**config.mk**
```make
export PLATFORM = sky130hd
export DESIGN_NAME = read_datapath
export DESIGN_NICKNAME = d
export VERILOG_FILES = /design/src/common/read_datapath_pkg.sv /design/src/hw/read_valid/read_latency_shifter.sv /design/src/hw/read_valid/read_valid_selector.sv /design/src/hw/oct/oct_control.sv /design/src/hw/read_datapath.sv
export SDC_FILE = /design/constraint.sdc
export NUM_CORES = 1
export LEC_CHECK = 0
export BUFFER_PORTS_ARGS = -buffer_cell sky130_fd_sc_hd__buf_2
export CAP_MARGIN = 20
export CORE_AREA = 2 2 81 83
export CTS_BUF_LIST = sky130_fd_sc_hd__clkbuf_4 sky130_fd_sc_hd__clkbuf_8
export CTS_CLUSTER_DIAMETER = 30
export DETAILED_ROUTE_END_ITERATION = 10
export DIE_AREA = 0 0 83 85
export GPL_TIMING_DRIVEN = 1
export PLACE_DENSITY = 0.73
export SKIP_CTS_REPAIR_TIMING = 1
export SYNTH_ARGS = -nofsm -noshare
export SYNTH_HDL_FRONTEND = slang
export SYNTH_SLANG_ARGS = --single-unit
```
**constraint.sdc**
```tcl
create_clock -name pll_afi_clk -period 1.61 [get_ports pll_afi_clk]
set_input_delay 0.483 -clock pll_afi_clk [delete_from_list [all_inputs] [get_ports pll_afi_clk]]
set_output_delay 0.483 -clock pll_afi_clk [all_outputs]
set_load 0.01 [all_outputs]
```
**src/common/read_datapath_pkg.sv**
```systemverilog
// Shared widths, latencies, vector types and the read request struct for the AFI read datapath
package read_datapath_pkg;

	// ******************************
	// Interface geometry
	// ******************************

	// Half rate, so every AFI clock carries two phases
	localparam int AFI_RATE_RATIO = 2;

	// Memory side DQ width and the split into read DQS groups
	localparam int MEM_DQ_WIDTH = 16;
	localparam int READ_DQS_GROUPS = 2;
	localparam int DQ_GROUP_WIDTH = MEM_DQ_WIDTH / READ_DQS_GROUPS;

	// DDR gives two beats per memory clock, two memory clocks per AFI clock
	localparam int NUM_TIMESLOTS = 2 * AFI_RATE_RATIO;

	// One AFI clock worth of read data across all groups and slots
	localparam int AFI_DATA_WIDTH = MEM_DQ_WIDTH * NUM_TIMESLOTS;

	// One OCT control per DQS group per AFI phase
	localparam int AFI_DQS_WIDTH = READ_DQS_GROUPS * AFI_RATE_RATIO;

	// ******************************
	// Latency settings
	// ******************************

	// Depth of the read latency shift register, also the largest legal latency
	localparam int MAX_READ_LATENCY = 16;

	// Extra flops ahead of the latency shift register
	localparam int EXTRA_VFIFO_SHIFT = 1;

	// Memory read latency in memory clocks
	localparam int MEM_T_RL = 11;

	// OCT window edges in AFI cycles, derived from the memory read latency
	// The on edge opens early enough to cover the preamble
	localparam int OCT_ON_DELAY = (MEM_T_RL > 4) ? ((MEM_T_RL - 4) / 2) : 0;
	localparam int OCT_OFF_DELAY = (MEM_T_RL + 6) / 2;

	// ******************************
	// Vector types
	// ******************************

	// Read data for one AFI clock
	typedef logic [AFI_DATA_WIDTH-1:0] afi_data_t;

	// A single DQS group in a single time slot
	typedef logic [DQ_GROUP_WIDTH-1:0] dq_group_t;

	// One bit per AFI phase
	typedef logic [AFI_RATE_RATIO-1:0] afi_phase_vec_t;

	// Read latency in AFI cycles, wide enough to hold MAX_READ_LATENCY itself
	typedef logic [$clog2(MAX_READ_LATENCY):0] lat_count_t;

	// Every tap of the latency shift register
	typedef logic [MAX_READ_LATENCY-1:0] latency_taps_t;

	// OCT force off, one bit per strobe
	typedef logic [AFI_DQS_WIDTH-1:0] oct_vec_t;

	// Read request from the controller for one AFI clock
	// rdata_en marks the cycles that return data to the AFI
	// rdata_en_full spans the whole burst and drives the OCT window
	typedef struct packed {
		afi_phase_vec_t rdata_en;
		afi_phase_vec_t rdata_en_full;
	} afi_read_req_t;

endpackage

```
**src/hw/read_valid/read_latency_shifter.sv**
```systemverilog
// Read enable delay line, feeds every read latency tap to the read valid selector
`timescale 1ns/10ps

module read_latency_shifter (
	input  logic                             pll_afi_clk,
	input  logic                             reset_n_afi_clk,
	input  logic                             rdata_en_i,
	output read_datapath_pkg::latency_taps_t latency_taps_o
);

	// Extra delay flops ahead of the latency register
	logic [read_datapath_pkg::EXTRA_VFIFO_SHIFT-1:0] extra_shift;

	// Extra delay chain with the live enable appended at the bottom
	logic [read_datapath_pkg::EXTRA_VFIFO_SHIFT:0] extra_shift_in;

	// Read enable after the extra delay
	logic rdata_en_delayed;

	assign extra_shift_in = {extra_shift, rdata_en_i};

	// Oldest stage of the extra delay feeds the latency register
	assign rdata_en_delayed = extra_shift_in[read_datapath_pkg::EXTRA_VFIFO_SHIFT];

	// Extra delay stages
	always_ff @(posedge pll_afi_clk or negedge reset_n_afi_clk)
	begin
		if (!reset_n_afi_clk)
		begin
			extra_shift <= '0;
		end
		else
		begin
			extra_shift <= extra_shift_in[read_datapath_pkg::EXTRA_VFIFO_SHIFT-1:0];
		end
	end

	// Latency register, tap j holds the enable from j+1 cycles after the extra delay
	// All taps stay visible so the sequencer can sweep the latency at run time
	always_ff @(posedge pll_afi_clk or negedge reset_n_afi_clk)
	begin
		if (!reset_n_afi_clk)
		begin
			latency_taps_o <= '0;
		end
		else
		begin
			latency_taps_o <= {latency_taps_o[read_datapath_pkg::MAX_READ_LATENCY-2:0],
				rdata_en_delayed};
		end
	end

	// No stale read token may survive a reset into the first cycle
	a_taps_clear_after_reset : assert property (
		@(posedge pll_afi_clk)
		$rose(reset_n_afi_clk) |-> (latency_taps_o == '0)
	);

endmodule

```
**src/hw/read_valid/read_valid_selector.sv**
```systemverilog
// Read valid selector, picks the calibrated latency tap and registers it as AFI read valid
`timescale 1ns/10ps

module read_valid_selector (
	input  logic                              pll_afi_clk,
	input  logic                              reset_n_afi_clk,
	input  read_datapath_pkg::latency_taps_t  latency_taps_i,
	input  read_datapath_pkg::lat_count_t     seq_read_latency_i,
	output read_datapath_pkg::afi_phase_vec_t afi_rdata_valid_o
);

	// Sequencer latency minus one, since the sequencer counts from one
	read_datapath_pkg::lat_count_t tap_index;

	// The tap at the calibrated latency
	logic selected_tap;

	assign tap_index = seq_read_latency_i - read_datapath_pkg::lat_count_t'(1);

	// Only the low bits address the taps, the top bit is set only for out of range values
	assign selected_tap =
		latency_taps_i[tap_index[$clog2(read_datapath_pkg::MAX_READ_LATENCY)-1:0]];

	// ******************************
	// Per phase valid registers
	// ******************************

	// Every phase gets its own flop so each can sit close to its consumer
	// All of them take phase 0 of the enable, as half rate reads span both phases
	genvar phase;

	for (phase = 0; phase < read_datapath_pkg::AFI_RATE_RATIO; phase++)
	begin : phase_valid
		logic valid_r;

		always_ff @(posedge pll_afi_clk or negedge reset_n_afi_clk)
		begin
			if (!reset_n_afi_clk)
			begin
				valid_r <= 1'b0;
			end
			else
			begin
				valid_r <= selected_tap;
			end
		end

		assign afi_rdata_valid_o[phase] = valid_r;
	end

	// ******************************
	// Checks
	// ******************************

	// The sequencer must keep the latency inside the shift register
	// A zero latency would wrap to the last tap and look like a long latency
	a_latency_in_range : assert property (
		@(posedge pll_afi_clk) disable iff (!reset_n_afi_clk)
		(seq_read_latency_i >= read_datapath_pkg::lat_count_t'(1)) &&
		(seq_read_latency_i <= read_datapath_pkg::lat_count_t'(read_datapath_pkg::MAX_READ_LATENCY))
	);

endmodule

```
**src/hw/oct/oct_control.sv**
```systemverilog
// On die termination control, forces OCT off outside a window around each read burst
`timescale 1ns/10ps

module oct_control (
	input  logic                             pll_afi_clk,
	input  logic                             reset_n_afi_clk,
	input  read_datapath_pkg::afi_read_req_t afi_read_req_i,
	output read_datapath_pkg::oct_vec_t      force_oct_off_o
);

	// Full read enable, phase 0 covers the whole half rate burst
	logic rdata_en_full;

	// Past values of the full read enable, bit i is i+1 cycles old
	logic [read_datapath_pkg::OCT_OFF_DELAY-1:0] rdata_en_hist;

	// History with the live enable at bit 0, bit i is i cycles old
	logic [read_datapath_pkg::OCT_OFF_DELAY:0] rdata_en_window;

	// True while any enable in the termination window is set
	logic oct_needed;

	assign rdata_en_full = afi_read_req_i.rdata_en_full[0];
	assign rdata_en_window = {rdata_en_hist, rdata_en_full};

	// Data arrives OCT_ON_DELAY cycles after the request at the earliest
	// and is gone OCT_OFF_DELAY cycles after it
	assign oct_needed = |rdata_en_window[read_datapath_pkg::OCT_OFF_DELAY:
		read_datapath_pkg::OCT_ON_DELAY];

	// Enable history
	always_ff @(posedge pll_afi_clk or negedge reset_n_afi_clk)
	begin
		if (!reset_n_afi_clk)
		begin
			rdata_en_hist <= '0;
		end
		else
		begin
			rdata_en_hist <= rdata_en_window[read_datapath_pkg::OCT_OFF_DELAY-1:0];
		end
	end

	// ******************************
	// Per strobe force off
	// ******************************

	// One flop per strobe keeps the fanout local to each DQS pin
	genvar strobe;

	for (strobe = 0; strobe < read_datapath_pkg::AFI_DQS_WIDTH; strobe++)
	begin : strobe_oct
		logic oct_off_r;

		always_ff @(posedge pll_afi_clk or negedge reset_n_afi_clk)
		begin
			if (!reset_n_afi_clk)
			begin
				oct_off_r <= 1'b0;
			end
			else
			begin
				oct_off_r <= ~oct_needed;
			end
		end

		assign force_oct_off_o[strobe] = oct_off_r;
	end

	// ******************************
	// Checks
	// ******************************

	// All strobes see the same window, termination must switch together
	a_strobes_agree : assert property (
		@(posedge pll_afi_clk)
		force_oct_off_o == {read_datapath_pkg::AFI_DQS_WIDTH{force_oct_off_o[0]}}
	);

	// Once the enable has been quiet longer than the window, OCT must be released
	a_oct_released : assert property (
		@(posedge pll_afi_clk) disable iff (!reset_n_afi_clk)
		(!rdata_en_full) [* (read_datapath_pkg::OCT_OFF_DELAY + 1)] |=> (&force_oct_off_o)
	);

endmodule

```
**src/hw/read_datapath.sv**
```systemverilog
// AFI clock read datapath top, connects read valid and OCT control and reorders the read data buses
`timescale 1ns/10ps

module read_datapath (
	input  logic                              pll_afi_clk,
	input  logic                              reset_n_afi_clk,
	input  read_datapath_pkg::afi_read_req_t  afi_read_req_i,
	input  read_datapath_pkg::lat_count_t     seq_read_latency_i,
	input  read_datapath_pkg::afi_data_t      ddio_phy_dq_i,
	output read_datapath_pkg::afi_data_t      afi_rdata_o,
	output read_datapath_pkg::afi_data_t      phy_mux_read_fifo_q_o,
	output read_datapath_pkg::afi_phase_vec_t afi_rdata_valid_o,
	output read_datapath_pkg::oct_vec_t       force_oct_off_o
);

	// Every tap of the read latency shift register
	read_datapath_pkg::latency_taps_t latency_taps;

	// Phase 0 of the read enable stands for both phases
	logic rdata_en_ph0;

	assign rdata_en_ph0 = afi_read_req_i.rdata_en[0];

	// ******************************
	// Read valid generation
	// ******************************

	// Delays the read enable and exposes all latency taps
	read_latency_shifter read_latency_shifter_i (
		.pll_afi_clk     (pll_afi_clk),
		.reset_n_afi_clk (reset_n_afi_clk),
		.rdata_en_i      (rdata_en_ph0),
		.latency_taps_o  (latency_taps)
	);

	// Picks the tap chosen by the sequencer during calibration
	read_valid_selector read_valid_selector_i (
		.pll_afi_clk        (pll_afi_clk),
		.reset_n_afi_clk    (reset_n_afi_clk),
		.latency_taps_i     (latency_taps),
		.seq_read_latency_i (seq_read_latency_i),
		.afi_rdata_valid_o  (afi_rdata_valid_o)
	);

	// ******************************
	// On die termination
	// ******************************

	// Keeps termination on around every read burst
	oct_control oct_control_i (
		.pll_afi_clk     (pll_afi_clk),
		.reset_n_afi_clk (reset_n_afi_clk),
		.afi_read_req_i  (afi_read_req_i),
		.force_oct_off_o (force_oct_off_o)
	);

	// ******************************
	// Read data reordering
	// ******************************

	// The DDIO bus is grouped by DQS group first and by time slot within a group
	// G1_T3 G1_T2 G1_T1 G1_T0 G0_T3 G0_T2 G0_T1 G0_T0
	// The AFI bus is grouped by time slot first and by DQS group within a slot
	// G1_T3 G0_T3 G1_T2 G0_T2 G1_T1 G0_T1 G1_T0 G0_T0
	genvar grp;
	genvar slot;

	for (grp = 0; grp < read_datapath_pkg::READ_DQS_GROUPS; grp++)
	begin : afi_group_map
		for (slot = 0; slot < read_datapath_pkg::NUM_TIMESLOTS; slot++)
		begin : afi_slot_map
			read_datapath_pkg::dq_group_t beat;

			// Pick group grp, slot slot out of the capture bus
			assign beat = ddio_phy_dq_i[(grp * read_datapath_pkg::NUM_TIMESLOTS + slot)
				* read_datapath_pkg::DQ_GROUP_WIDTH +: read_datapath_pkg::DQ_GROUP_WIDTH];

			// Place it in slot major order for the controller
			assign afi_rdata_o[(slot * read_datapath_pkg::READ_DQS_GROUPS + grp)
				* read_datapath_pkg::DQ_GROUP_WIDTH +: read_datapath_pkg::DQ_GROUP_WIDTH] = beat;
		end
	end

	// The sequencer calibrates each group on its own, so it wants group major order
	// This undoes the slot major mapping of the AFI bus
	for (grp = 0; grp < read_datapath_pkg::READ_DQS_GROUPS; grp++)
	begin : seq_group_map
		for (slot = 0; slot < read_datapath_pkg::NUM_TIMESLOTS; slot++)
		begin : seq_slot_map
			read_datapath_pkg::dq_group_t beat;

			assign beat = afi_rdata_o[(slot * read_datapath_pkg::READ_DQS_GROUPS + grp)
				* read_datapath_pkg::DQ_GROUP_WIDTH +: read_datapath_pkg::DQ_GROUP_WIDTH];

			assign phy_mux_read_fifo_q_o[(grp * read_datapath_pkg::NUM_TIMESLOTS + slot)
				* read_datapath_pkg::DQ_GROUP_WIDTH +: read_datapath_pkg::DQ_GROUP_WIDTH] = beat;
		end
	end

endmodule

```
==> results of run 1 <==
## state kept, by name (all words and copies together) (netlist names)
name,cells
read_valid_selector_i.phase_valid.valid_r,1
oct_control_i.strobe_oct.oct_off_r,1
oct_control_i.rdata_en_hist,8
read_latency_shifter_i.extra_shift,1
read_latency_shifter_i.latency_taps_o,16
## per-stage QoR
stage	area, µm²	utilization
3_3_place_gp	1030	0.166
3_5_place_dp	1030	0.166
4_1_cts	1080	0.174
6_report	1080	0.175
2_1_floorplan	1880	-
5_1_grt	1080	0.175
## final timing paths
check | end | cells past startpoint | slack (ps)
max in group asynchronous | read_latency_shifter_i.latency_taps_o[11] | 1 | 1050
setup / recovery | read_valid_selector_i.phase_valid[0].valid_r | 5 | 90
setup reg to reg | read_valid_selector_i.phase_valid[0].valid_r | 2 | 150
hold / removal | read_latency_shifter_i.latency_taps_o[5] | 1 | 190
min in group pll_afi_clk | oct_control_i.rdata_en_hist[0] | 1 | 300
hold reg to reg | read_latency_shifter_i.latency_taps_o[0] | 0 | 360
## layout by cell type (no fill, tap or decap)
cell      count
mux4_2        5
inv_1         1
clkbuf_8      3
buf_4         1
nor3_1        2
inv_4         1
inv_6         1
buf_6         1
xor2_1        2
or4_1         1
dfrtp_1      27
buf_2        12
ha_4          1
## where the power goes
group	internal [mW]	switching [mW]
combinational	0.0526	0.0429
sequential	0.715	0.0177
clock	0.182	0.211
total	0.949	0.272
## layer usage
| layer | global-route usage | up-vias | wire length (µm) |
|---|---|---|---|
| met5 | 0.0909 | - | 38 |
| met2 | 0.0997 | 125 | 1330 |
| met1 | 0.0526 | 229 | 620 |
| li1 | - | 174 | - |
| met3 | 0.163 | 36 | 1250 |
| met4 | 0.0715 | 2 | 216 |
## kinds of logic after synthesis
logic type | Yosys count | share of synthesized area
buf+inv | 137 | 0.549
flops | 27 | 0.364
mux | 5 | 0.0607
simple gates | 3 | 0.00945
xor+xnor | 2 | 0.00945
fa+ha+maj | 1 | 0.00675
## cell type report
cell class	instances	area (µm²)	share of cell area
Timing Repair Buffer	14	78.8	0.0727
Clock inverter	1	8.76	0.00808
Tap cell	77	96.3	0.0889
Multi-Input combinational cell	11	173	0.159
Inverter	2	10.0	0.00924
Sequential cell	27	676	0.624
Clock buffer	3	41.3	0.0381
==> summary.txt, run 1 <==
Timing
  – Final Max Slew Viols: 0
  – Final hold slack: 186 ps
  – Slew @ Worst Pin: 565 ps
  – Setup-failing EPs final: 0
  – Fin crit share: 0.944
  – Minimum clock period: 1520 ps
  – Max Clk Rate: 0.658 GHz
  – Setup TNS: 0 ps
  – Skew final: 3.71 ps
  – Slew headroom: 0.623
  – Hold Fails Final Rpt: 0
  – Final worst slack: 90.2 ps
  – RSZ-0062 raised after global routing: no

Drt
  – Initial drt markers: 12
  – Iteration count of the initial detailed-routing pass: 4
  – Vias after detailed routing: 566
  – Final ANT Viol Nets: 0
  – Routed vias/inst: 4.19
  – DRC errors left: 0
  – Detailed-route wire length per cell: 25.6 µm
  – Routed WL: 3460 µm

Worst setup path
  – Cells along the critical path: buf_6, inv_4, ha_4, mux4_2, mux4_2
  – Arrival @ worst endpoint: 1670 ps
  – Worst Path Max Fanout: 6
  – Crit path max-delay family: multiplexers
  – Setup CP Type: primary input to flip-flop
  – WP buf/inv: 2
  – Startpoint Class: primary input
  – Req. time, crit path: 1760 ps
  – RR Startpoint: read_latency_shifter_i.latency_taps_o[4]
  – Crit. End Element: flip-flop
  – Setup crit start: seq_read_latency_i[0]
  – Largest stage delay on the critical path: 470 ps
  – Slowest cell on crit path: mux4_2
  – Top cell by count, worst path: mux4_2

Pwr
  – Highest ir drop seen on vdd: 0.000552 V
  – Tot Pwr: 1.22 mW
  – Pwr dens: 1130 mW/mm²
  – P_leak: 0.470 nW

Synth
  – Sequential share of the synthesized area: 0.364
  – Ys async rst share: 1.00
  – Syn nets: 251
  – Largest cells by area after synthesis: buf_4 (54%), dfrtp_1 (36%), mux4_2 (6.1%)
  – Mean Syn Cell Area: 10.6 µm²
  – Synth Cell Area: 0.00185 mm²
  – Syn Inst Count: 175
  – Register bit total from synthesis: 27
  – Synth area leader: buf_4
  – Ys flop type: dfrtp_1
  – Synth top cells by count: buf_4 (134), dfrtp_1 (27), mux4_2 (5)
  – Count leader, synth: buf_4
  – Post-synth top area share: 0.543
  – Yosys cell types: 9
  – EDFF count, synth: 0
  – Yosys warns: 0

CTS
  – CTS tree: built
  – CTS Buf Count: 3
  – Reg clk slew, reported paths: 90 ps
  – CTS root buffer: clkbuf_8
  – Worst-case clock buffer depth: 2
  – Clock latency on the worst-skew pair: 280 ps
  – H-tree depth: 1
  – CTS Sinks: 27

Place
  – GPL Wtd Cong: 0.731
  – IO Port Bufs: 13
  – Pre-CTS WS: -317 ps
  – DP Cell Count: 131
  – Hpwl dp: 2900 µm

Floorplanning
  – Die X: 83 µm
  – Top-level port count: 209
  – Initial core utilization: 0.299
  – Die height: 85 µm
  – Die area: 0.00706 mm²
  – Core area: 0.00620 mm²
  – # rows: 29

Finish
  – Final net count: 135
  – Syn-to-layout area delta: -41.6%
  – Layout cells sized above 1: 0.431
  – Fin cells: 135
  – Fillers: 674
  – ANT cells: 0

Status
  – Run status: completed

Global route
  – Largest net degree at the start of global routing: 28
  – GRT overflow: 0
  – GRT Util Overall: 0.0932
  – First-pass GRT wire length: 4670 µm
  – Vias in the first global route: 637
  – Initial antenna violation count: 0

Job
  – Max_cap viols: 0

Min path
  – HP Class: primary input to asynchronous set/reset pin
Note: power is estimated with default switching activity, not from simulation.
==> run 2, diff against run 1 <==
CORE_AREA = unset   (was 2 2 81 83)
CORE_MARGIN = 5   (was unset)
CORE_UTILIZATION = 35   (was unset)
DIE_AREA = unset   (was 0 0 83 85)
PLACE_DENSITY = 0.83   (was 0.73)
SYNTH_HIERARCHICAL = 1   (was unset)
==> summary.txt, run 2 <==
Place
  – Hpwl dp: 2890 µm (-0.29%)
  – IO Port Bufs: 13 (unchanged)
  – DP Cell Count: 124 (-5.3%)
  – GPL Wtd Cong: 0.759 (+3.9%)

Pwr
  – Clock power frac: 0.314 (-0.008)
  – P_leak: 0.470 nW (about the same)
  – Pwr dens: 1120 mW/mm² (-0.16%)
  – P_int: 961 µW (+1.2%)
  – Switching fraction of total power: 0.205 (-0.0170)
  – Sequential power share: 0.607 (+0.007)
  – NetSw: 248 µW (-8.6%)
  – Comb power frac: 0.078 (about the same)
  – Tot Pwr: 1.21 mW (-0.97%)
  – Highest ir drop seen on vdd: 0.000503 V (-8.8%)

Drt
  – Detailed-route wire length per cell: 26.7 µm (+4.1%)
  – Final ANT Viol Nets: 0 (unchanged)
  – DRC errors left: 0 (unchanged)
  – Vias after detailed routing: 550 (-2.8%)
  – Routed vias/inst: 4.30 (+2.5%)
  – Iteration count of the initial detailed-routing pass: 2 (-2)
  – Initial drt markers: 12 (unchanged)
  – Routed WL: 3420 µm (-1.3%)

CTS
  – CTS tree: built
  – Worst-case clock buffer depth: 2 (unchanged)
  – Clock latency on the worst-skew pair: 270 ps (about the same)
  – Reg clk slew, reported paths: 90 ps (about the same)
  – H-tree depth: 1 (unchanged)
  – CTS root buffer: clkbuf_8
  – CTS Buf Count: 3 (unchanged)
  – CTS Sinks: 27 (unchanged)

Worst setup path
  – Worst Path Max Fanout: 6 (unchanged)
  – Cells along the critical path: buf_4, inv_4, ha_4, mux4_2, mux4_2
  – Startpoint Class: primary input
  – Setup CP Type: primary input to flip-flop
  – Slowest cell on crit path: mux4_2
  – Crit. End Element: flip-flop
  – Req. time, crit path: 1760 ps (about the same)
  – Largest stage delay on the critical path: 460 ps (about the same)
  – Top cell by count, worst path: mux4_2
  – Arrival @ worst endpoint: 1700 ps (+30 ps)

Synth
  – Count leader, synth: buf_4
  – Register bit total from synthesis: 27 (unchanged)
  – Syn nets: 251 (unchanged)
  – Syn Inst Count: 175 (unchanged)
  – Sequential share of the synthesized area: 0.363 (-0.000981)
  – Yosys warns: 6 (+6)
  – Largest cells by area after synthesis: buf_4 (54%), dfrtp_1 (36%), mux4_2 (6.1%)
  – Synth top cells by count: buf_4 (134), dfrtp_1 (27), mux4_2 (5)
  – Synth Cell Area: 0.00186 mm² (+0.27%)
  – Synth area leader: buf_4
  – Mean Syn Cell Area: 10.6 µm² (+0.27%)
  – Ys async rst share: 1.00 (unchanged)
  – Post-synth top area share: 0.541 (-0.00146)
  – EDFF count, synth: 0 (unchanged)
  – Ys flop type: dfrtp_1
  – Yosys cell types: 10 (+1)

Finish
  – Largest Register: read_latency_shifter_i/latency_taps_o
  – Most frequent cells in the layout: dfrtp_1 (27), buf_2 (12), mux4_2 (5)
  – Commonest non-fill, non-tap cell in the layout: dfrtp_1
  – Fin cells: 128 (-5.2%)
  – Layout cells sized above 1: 0.448 (+0.0172)
  – Largest register FFs: 16 (unchanged)
  – Final net count: 135 (unchanged)
  – ANT cells: 0 (unchanged)
  – Biggest regs: read_latency_shifter_i/latency_taps_o: 16 flops, oct_control_i/rdata_en_hist: 8 flops
  – Syn-to-layout area delta: -42.2%

Timing
  – Skew final: 9.23 ps (+5.52 ps)
  – Slew @ Worst Pin: 548 ps (-17.3 ps)
  – Slew headroom: 0.635 (+0.0115)
  – Max Clk Rate: 0.643 GHz (-2.3%)
  – Final Max Slew Viols: 0 (unchanged)
  – Hold Fails Final Rpt: 0 (unchanged)
  – Minimum clock period: 1560 ps (+35.7 ps)
  – RSZ-0062 raised after global routing: no
  – Setup-failing EPs final: 0 (unchanged)
  – Fin crit share: 0.966 (+0.0222)

Floorplanning
  – Initial core utilization: 0.362 (+0.0629)
  – Core area: 0.00514 mm² (-17%)
  – Top-level port count: 209 (unchanged)
  – Die height: 82.9 µm (-2.5%)
  – # rows: 26 (-10%)
  – Die X: 82.9 µm (-0.14%)
  – Die area: 0.00687 mm² (-2.6%)

Global route
  – GRT Util Overall: 0.0947 (+0.00154)
  – Vias in the first global route: 695 (+9.1%)
  – GRT overflow: 0 (unchanged)
  – Initial antenna violation count: 0 (unchanged)
  – Largest net degree at the start of global routing: 28 (unchanged)
  – First-pass GRT wire length: 4860 µm (+4.1%)

Status
  – Run status: completed

Min path
  – HP Class: primary input to asynchronous set/reset pin

Job
  – Max_cap viols: 0 (unchanged)
==> run 2: logic make-up after synthesis <==
kind of cell,count (synthesis),share of synthesized area
adders and majority gates,1,0.00673
DFF,27,0.363
buffers and inverters,137,0.548
and+or+nand+nor,3,0.0121
xor gates and xnor gates,2,0.00942
muxes,5,0.0606
==> run 2: area by class of cell <==
cell class                 instances  area (µm²)
multi-input combinational         11         178
timing repair buffer              14        75.1
clock buffer                       4        48.8
tap                               70        87.6
sequential                        27         676
fill                             572        4070
inverter                           2        10.0
==> run 2: per-layer routing <==
layer  wire length (µm)  track usage  share of wire
met1                636       0.0529           0.19
met5                 28       0.0530         0.0082
met3               1100        0.142           0.32
met2               1390        0.120           0.41
met4                265       0.0817          0.078
==> run 2: worst paths after layout <==
path	start	endpoint	slack, ps	cells after the start
worst min-delay path	reset_n_afi_clk	read_latency_shifter_i/latency_taps_o[7]	190	1
min in group pll_afi_clk	afi_read_req_i[2]	read_latency_shifter_i/extra_shift	320	1
worst min register to register	read_latency_shifter_i/extra_shift	read_latency_shifter_i/latency_taps_o[0]	360	0
worst max register to register	read_latency_shifter_i/latency_taps_o[13]	read_valid_selector_i/phase_valid[1].valid_r	170	2
worst max-delay path	seq_read_latency_i[0]	read_valid_selector_i/phase_valid[1].valid_r	50	5
max in group asynchronous	reset_n_afi_clk	oct_control_i/rdata_en_hist[5]	1050	1
==> run 2: through the flow <==
step                setup slack, ps  utilization  setup TNS, ps  hold WS (ps)  area [µm²]
floorplan                      -132            -           -132           187        1890
global placement               -285        0.199           -285           333        1020
detailed placement             -303        0.199           -303           339        1020
CTS                           -5.47        0.209          -5.47           211        1070
global route                   4.42        0.209              0           241        1070
finish                         54.4        0.209              0           188        1070
==> run 2: power groups by stage <==
stage	clock, mW	sequential [mW]	combinational (mW)
after global placement	0	0.746	0.0936
final	0.380	0.734	0.0945
after detailed placement	0	0.749	0.0969
after CTS	0.397	0.737	0.0968
after global routing	0.423	0.740	0.107
after floorplan	0	0.740	0.405
==> run 2: critical path, delay by kind of cell <==
kind	cells	cell delay, ps
multiplexers	2	750
buffers and inverters	2	190
adder cells (fa/ha/maj)	1	280
